[src/design/kernel_consts.svh]
`ifndef KERNEL_CONSTS_SVH
`define KERNEL_CONSTS_SVH

// data word width.
`define KERNEL_WIDTH 32

// words per operand and result memory.
`define KERNEL_SIZE 16

// index width, log2 of the memory size.
`define KERNEL_IDX 4

// length field holds 0 up to KERNEL_SIZE.
`define KERNEL_LEN_W 5

`endif

[src/design/datapath_pkg.sv]
`default_nettype none

`include "kernel_consts.svh"

package datapath_pkg;

  // one opcode per library primitive.
  typedef enum logic [3:0] {
    OP_SUB,
    OP_AND,
    OP_OR,
    OP_XOR,
    OP_NOT,  // right is ignored.
    OP_LT,
    OP_GT,
    OP_EQ,
    OP_NEQ,
    OP_GE,
    OP_LE,
    OP_LSH,
    OP_RSH
  } alu_op_e;

  typedef struct packed {
    alu_op_e                  op;
    logic [`KERNEL_WIDTH-1:0] left;
    logic [`KERNEL_WIDTH-1:0] right;
  } alu_req_t;

  // write side of a d1 memory.
  typedef struct packed {
    logic                     write_en;
    logic [`KERNEL_IDX-1:0]   addr;
    logic [`KERNEL_WIDTH-1:0] write_data;
  } mem_wr_t;

endpackage

`default_nettype wire

[src/design/control_pkg.sv]
`default_nettype none

`include "kernel_consts.svh"

package control_pkg;
  import datapath_pkg::*;

  typedef enum logic [1:0] {
    S_IDLE,
    S_EXEC,  // result write strobe.
    S_WAIT,  // wait for C done.
    S_DONE
  } ctrl_state_e;

  // latched at the go edge.
  typedef struct packed {
    alu_op_e                  op;
    logic [`KERNEL_LEN_W-1:0] len;
  } kernel_cmd_t;

  // host operand write, sel 0 is A and 1 is B.
  typedef struct packed {
    logic                     en;
    logic                     sel;
    logic [`KERNEL_IDX-1:0]   addr;
    logic [`KERNEL_WIDTH-1:0] data;
  } load_t;

endpackage

`default_nettype wire

[src/design/std_alu.sv]
`timescale 1ns/1ps
`default_nettype none

`include "kernel_consts.svh"

module std_alu
  import datapath_pkg::*;
(
  input  wire alu_req_t             req,
  output logic [`KERNEL_WIDTH-1:0] result
);

  localparam int SHAMT_W = $clog2(`KERNEL_WIDTH);

  logic [SHAMT_W-1:0]       shamt;
  logic                     cmp_bit;
  logic [`KERNEL_WIDTH-1:0] cmp_word;

  // slice, amounts of 32 and up wrap to the low five bits.
  assign shamt = req.right[SHAMT_W-1:0];

  // unsigned compares, one bit each.
  always_comb begin
    case (req.op)
      OP_LT:   cmp_bit = req.left < req.right;
      OP_GT:   cmp_bit = req.left > req.right;
      OP_EQ:   cmp_bit = req.left == req.right;
      OP_NEQ:  cmp_bit = req.left != req.right;
      OP_GE:   cmp_bit = req.left >= req.right;
      OP_LE:   cmp_bit = req.left <= req.right;
      default: cmp_bit = 1'b0;
    endcase
  end

  // pad to a full word.
  assign cmp_word = {{(`KERNEL_WIDTH-1){1'b0}}, cmp_bit};

  always_comb begin
    case (req.op)
      OP_SUB: result = req.left - req.right;
      OP_AND: result = req.left & req.right;
      OP_OR:  result = req.left | req.right;
      OP_XOR: result = req.left ^ req.right;
      OP_NOT: result = ~req.left;
      OP_LT,
      OP_GT,
      OP_EQ,
      OP_NEQ,
      OP_GE,
      OP_LE: begin
        result = cmp_word;
      end
      OP_LSH: result = req.left << shamt;
      OP_RSH: result = req.left >> shamt;  // logical.
      default: result = '0;
    endcase
  end

endmodule

`default_nettype wire

[src/design/std_mem_d1.sv]
`timescale 1ns/1ps
`default_nettype none

`include "kernel_consts.svh"

module std_mem_d1
  import datapath_pkg::*;
(
  input  wire logic                   clk,
  input  wire logic                   reset,
  input  wire mem_wr_t                wr,
  input  wire logic [`KERNEL_IDX-1:0] addr0,
  output logic [`KERNEL_WIDTH-1:0]    read_data,
  output logic                        done
);

  logic [`KERNEL_WIDTH-1:0] mem [`KERNEL_SIZE];

  // read port, no latency.
  assign read_data = mem[addr0];

  always_ff @(posedge clk) begin
    if (reset) begin
      done <= 1'b0;
    end else begin
      done <= wr.write_en;  // one cycle after the write.
    end
  end

  always_ff @(posedge clk) begin
    if (!reset && wr.write_en) begin
      mem[wr.addr] <= wr.write_data;
    end
  end

endmodule

`default_nettype wire

[src/design/vec_ctrl.sv]
`timescale 1ns/1ps
`default_nettype none

`include "kernel_consts.svh"

module vec_ctrl
  import datapath_pkg::*;
  import control_pkg::*;
(
  input  wire logic                     clk,
  input  wire logic                     reset,
  input  wire logic                     go,
  input  wire kernel_cmd_t              cmd,
  input  wire logic [`KERNEL_WIDTH-1:0] a_data,
  input  wire logic [`KERNEL_WIDTH-1:0] b_data,
  input  wire logic                     c_done,
  output logic [`KERNEL_IDX-1:0]        idx,
  output alu_req_t                      alu_req,
  output logic [`KERNEL_WIDTH-1:0]      alu_result,
  output logic                          c_wr_en,
  output logic                          busy,
  output logic                          done
);

  localparam int LEN_W = `KERNEL_LEN_W;

  ctrl_state_e      state;
  ctrl_state_e      state_next;
  kernel_cmd_t      cmd_q;
  logic [LEN_W-1:0] count_next;
  logic             start;
  logic             last;

  // go only counts while idle.
  assign start = (state == S_IDLE) && go;

  // elements done once the current one lands.
  assign count_next = LEN_W'(idx) + LEN_W'(1);
  assign last       = (count_next == cmd_q.len);

  always_comb begin
    state_next = state;
    case (state)
      S_IDLE: begin
        if (go) begin
          // empty run skips straight to done.
          state_next = (cmd.len == '0) ? S_DONE : S_EXEC;
        end
      end
      S_EXEC: begin
        state_next = S_WAIT;
      end
      S_WAIT: begin
        if (c_done) begin
          state_next = last ? S_DONE : S_EXEC;
        end
      end
      S_DONE: begin
        state_next = S_IDLE;
      end
      default: begin
        state_next = S_IDLE;
      end
    endcase
  end

  always_ff @(posedge clk) begin
    if (reset) begin
      state <= S_IDLE;
      idx   <= '0;
    end else begin
      state <= state_next;
      if (start) begin
        idx <= '0;
      end else if ((state == S_WAIT) && c_done && !last) begin
        idx <= count_next[`KERNEL_IDX-1:0];
      end
    end
  end

  // opcode and length held for the whole run.
  always_ff @(posedge clk) begin
    if (start) begin
      cmd_q <= cmd;
    end
  end

  // A and B are both read at idx.
  assign alu_req = '{op: cmd_q.op, left: a_data, right: b_data};

  std_alu alu (
    .req    (alu_req),
    .result (alu_result)
  );

  assign c_wr_en = (state == S_EXEC);  // one strobe per element.
  assign busy    = (state == S_EXEC) || (state == S_WAIT);
  assign done    = (state == S_DONE);

endmodule

`default_nettype wire

[src/design/vec_kernel.sv]
`timescale 1ns/1ps
`default_nettype none

`include "kernel_consts.svh"

module vec_kernel
  import datapath_pkg::*;
  import control_pkg::*;
(
  input  wire logic                   clk,
  input  wire logic                   reset,
  input  wire logic                   go,
  input  wire kernel_cmd_t            cmd,
  input  wire load_t                  load,
  input  wire logic [`KERNEL_IDX-1:0] rd_addr,
  output logic [`KERNEL_WIDTH-1:0]    rd_data,
  output logic                        busy,
  output logic                        done
);

  mem_wr_t                  a_wr;
  mem_wr_t                  b_wr;
  mem_wr_t                  c_wr;
  logic                     load_ok;
  logic                     c_wr_en;
  logic                     c_done;
  logic [`KERNEL_IDX-1:0]   idx;
  logic [`KERNEL_IDX-1:0]   c_addr;
  logic [`KERNEL_WIDTH-1:0] a_data;
  logic [`KERNEL_WIDTH-1:0] b_data;
  logic [`KERNEL_WIDTH-1:0] alu_result;

  // loads during a run are dropped.
  assign load_ok = load.en && !busy;

  assign a_wr = '{write_en: load_ok && !load.sel, addr: load.addr, write_data: load.data};
  assign b_wr = '{write_en: load_ok && load.sel, addr: load.addr, write_data: load.data};
  assign c_wr = '{write_en: c_wr_en, addr: idx, write_data: alu_result};

  // host owns the C read address when idle.
  assign c_addr = busy ? idx : rd_addr;

  std_mem_d1 mem_a (
    .clk       (clk),
    .reset     (reset),
    .wr        (a_wr),
    .addr0     (idx),
    .read_data (a_data),
    .done      ()
  );

  std_mem_d1 mem_b (
    .clk       (clk),
    .reset     (reset),
    .wr        (b_wr),
    .addr0     (idx),
    .read_data (b_data),
    .done      ()
  );

  std_mem_d1 mem_c (
    .clk       (clk),
    .reset     (reset),
    .wr        (c_wr),
    .addr0     (c_addr),
    .read_data (rd_data),
    .done      (c_done)
  );

  vec_ctrl ctrl (
    .clk        (clk),
    .reset      (reset),
    .go         (go),
    .cmd        (cmd),
    .a_data     (a_data),
    .b_data     (b_data),
    .c_done     (c_done),
    .idx        (idx),
    .alu_req    (),
    .alu_result (alu_result),
    .c_wr_en    (c_wr_en),
    .busy       (busy),
    .done       (done)
  );

endmodule

`default_nettype wire

[config.mk]
export PLATFORM = sky130hd
export DESIGN_NAME = vec_kernel
export DESIGN_NICKNAME = d
export VERILOG_FILES = /design/src/design/datapath_pkg.sv /design/src/design/control_pkg.sv /design/src/design/std_alu.sv /design/src/design/std_mem_d1.sv /design/src/design/vec_ctrl.sv /design/src/design/vec_kernel.sv
export VERILOG_INCLUDE_DIRS = /design/src /design/src/design
export SDC_FILE = /design/constraint.sdc
export NUM_CORES = 2
export LEC_CHECK = 0
export BUFFER_PORTS_ARGS = -buffer_cell sky130_fd_sc_hd__buf_2
export CAP_MARGIN = 0
export CORE_MARGIN = 2
export CORE_UTILIZATION = 50
export DETAILED_ROUTE_END_ITERATION = 10
export HOLD_SLACK_MARGIN = 0.05
export PLACE_DENSITY = 0.63
export REMOVE_ABC_BUFFERS = 1
export SETUP_SLACK_MARGIN = 0.1
export SLEW_MARGIN = 5
export SYNTH_ARGS = -nofsm -noshare
export SYNTH_HDL_FRONTEND = slang
export SYNTH_SLANG_ARGS = --single-unit
[constraint.sdc]
create_clock -name clk -period 6.7 [get_ports clk]
set_input_delay 1.34 -clock clk [delete_from_list [all_inputs] [get_ports clk]]
set_output_delay 1.34 -clock clk [all_outputs]
set_load 0.02 [all_outputs]
==> impl_metrics.tcl <==
set metrics [dict create \
    clock_sinks 1556 \
    synthCells 3583 \
    synth_ff_type "edfxtp_1" \
    fin_crit_sh_pct 90.48 \
    maxSlewHeadroom_pct 13.79 \
    cpMostUsedCell "buf_4" \
    synth_edf_count 1545 \
    fin_crit_ns 6.062 \
    synth_seq_cells 1556 \
    first_global_vias 35909 \
    cts_buffer_depth 3 \
    synth-compound-area-share_pct 4.940 \
    dp.cells 5385 \
    worstMarginPinSlew_ns 1.287 \
    path_clk_slew_ns 0.06 \
    crit_arrival_ns 6.48 \
    worstPathRequired_ns 7.12 \
    post_cts_resize_count 0 \
    drt-total-wl_microns 179700 \
    clockRootBuffer "clkbuf_16" \
    critical_path.top_delay_family "compound AO/OA/AOI/OAI gates" \
    area_delta_synth_final_pct 12.52 \
    worstPathCellList "buf_12 > mux4_2 > mux2i_1 > mux2_2 > inv_2 > ha_1 > fa_1 > o21ba_2 > o21bai_1 > buf_4 > a211o_1 > a2111oi_2 > buf_4 > a2111oi_0 > o311ai_1 > a21oi_1 > a211oi_1 > xnor2_1 > o21ai_1" \
    gp_congestion 1.024 \
    port_buffers 87 \
    synth-async-reset-ratio_pct 0 \
    coreArea_sq_um 131500 \
    crit_buf_inv 4 \
    die_height_microns 368.0 \
    track_usage_pct 26.83 \
    run_status "finished clean" \
    io_pins 88 \
    crit_type "reg2reg" \
    slowest_delay_ns 0.89 \
    cts_buffers 158 \
    final_cells 5673 \
    drc 0 \
    antenna_found_initial 6 \
    firstDrtPassIters 6 \
    fin_skew_ns 0.06049 \
    synth_top_family_by_area "multiplexers" \
    cts_htree_levels 4 \
    ir_worst_vdd_uv 406.1 \
    dp_hpwl_microns 108200 \
    synthAdderAreaFrac_pct 2.032 \
    clkLatencyLatePin_ns 0.82 \
    leakage_uw 0.02396 \
    grt_max_degree 84 \
    postSynthAreaPerCell_sq_um 18.49 \
    critPathMaxFanout 52 \
    overflow 0 \
    end_kind "register" \
    dieWidth_microns 368.0 \
    power_density_nw_per_um2 313.0 \
    rows 133 \
    hold_path_class "reg2reg" \
    antenna_left 0 \
    grt_pass1_wl_microns 259400 \
    holdBufCountCts 0 \
    synth_common_cells "edfxtp_1 (1545), mux4_2 (415), nand2_1 (188)" \
    drv_cap 0 \
    ys_seq_area_share_pct 70.36 \
    fp.dieArea_sq_um 135400 \
    r2r_slack_ns 0.64 \
    ys_types 94 \
    synthMuxAreaShare_pct 16.44 \
    num_vias 35810 \
    avgRoutedWirePerCell_microns 31.68 \
    crit_slowest_cell "o21ai_1" \
    hold_start "ctrl.state[0]" \
    cp-start-kind "register" \
    synth_xor_area_share_pct 0.4627 \
    viasPerCell 6.312 \
    start_util_pct 50.40 \
    rsz0062_at_grt "no" \
    yosysWarnings 0 \
    hold_violations 0 \
    synthSimpleGateAreaFrac_pct 3.728 \
    synth.most_common_cell "edfxtp_1" \
    synth_top_area_share_pct 70.02 \
    post-cts-setup-buffers 0 \
    drt_iter0_drc 4385 \
    fin_nets 3951 \
    ys_top_cells_by_area "edfxtp_1 (70%), mux4_2 (14%), ha_1 (2.0%)" \
    whs_ns 0.5452 \
    drive_above_1_share_pct 25.87 \
    timing.fmax_mhz 165.0 \
    setup_viol 0 \
    synth_area_sq_um 66250 \
    drv_slew 0 \
    yosysTopAreaCell "edfxtp_1" \
    cts_tree "done" \
]
kinds of logic after synthesis:
| kind of cell | count (synthesis) |
|---|---|
| AND/OR/NAND/NOR | 541 |
| AO/OA/AOI/OAI | 487 |
| multiplexers | 560 |
| buffers and inverters | 297 |
| XOR/XNOR | 35 |
| adder cells (fa/ha/maj) | 107 |
| flip-flops | 1556 |
final cells by class:
class | count | area, sq um
repair buffers | 245 | 1784
clock inverters | 87 | 850.8
well taps | 1755 | 2196
flip-flops and latches | 1556 | 46630
clock buffers | 199 | 4108
diodes | 2 | 5.005
fillers | 10030 | 56920
inverters | 99 | 372.9
multi-input cells | 1730 | 18600
final timing paths:
path                           end  cells past startpoint
setup reg to reg  mem_c.mem[1][26]                     19
setup / recovery  mem_c.mem[1][26]                     19
hold reg to reg      ctrl.state[0]                      2
hold / removal       ctrl.state[0]                      2
sequential cells by signal (all words and copies together), names as in the netlist, named ones only:
name,cells
ctrl.state,2
mem_b.mem,512
mem_a.mem,512
mem_c.done,1
mem_c.mem,512
ctrl.cmd_q,5
ctrl.idx,4
ctrl.alu_req,4
where the power goes:
part	switching (uW)	leakage [uW]	internal (uW)
registers	44.1	0.0141	11000
clock network	3720	0.00239	4670
logic	2380	0.00749	1470
tightest hold or removal path: stages, from the launching register on:
cell	delay, ns
dfxtp_1	0.34
nor2_1	0.11
nor3_1	0.05
placed cells by master (no fill, tap or decap), types with 49 or more instances in the layout:
cell / netlist / final
mux2i_1: 92 / 88
a21oi_1: 112 / 112
o21ai_0: 70 / 69
clkbuf_16: 0 / 158
mux4_2: 415 / 415
ha_1: 106 / 106
edfxtp_1: 1545 / 1545
inv_1: 90 / 90
mux2_2: 49 / 49
nor2_1: 169 / 136
a211oi_1: 53 / 53
buf_2: 44 / 87
buf_4: 15 / 145
nand2_1: 188 / 188
through the flow:
stage / worst slack (ns) / power [uW] / cell area [sq um] / setup TNS [ns] / utilization [%]
CTS: 0.6244 / 23530 / 74540 / 0 / 56.70
floorplan: -9.327 / 14090 / 65270 / -4608.79 / -
detailed placement: 0.6965 / 15180 / 69580 / 0 / 52.93
global placement: 0.7673 / 15150 / 69580 / 0 / 52.93
global route: 0.1738 / 24160 / 74550 / 0 / 56.71
finish: 0.6378 / 23330 / 74550 / 0 / 56.71
metal layers:
metal,global-route usage [%],wire length (microns),up-vias
met5,0,24,-
met4,10.61,7115,4
met3,4.733,13230,340
met2,42.68,86630,1559
met1,37.17,72720,18897
li1,-,-,15010
No activity file was read; power rests on OpenSTA's default activity.
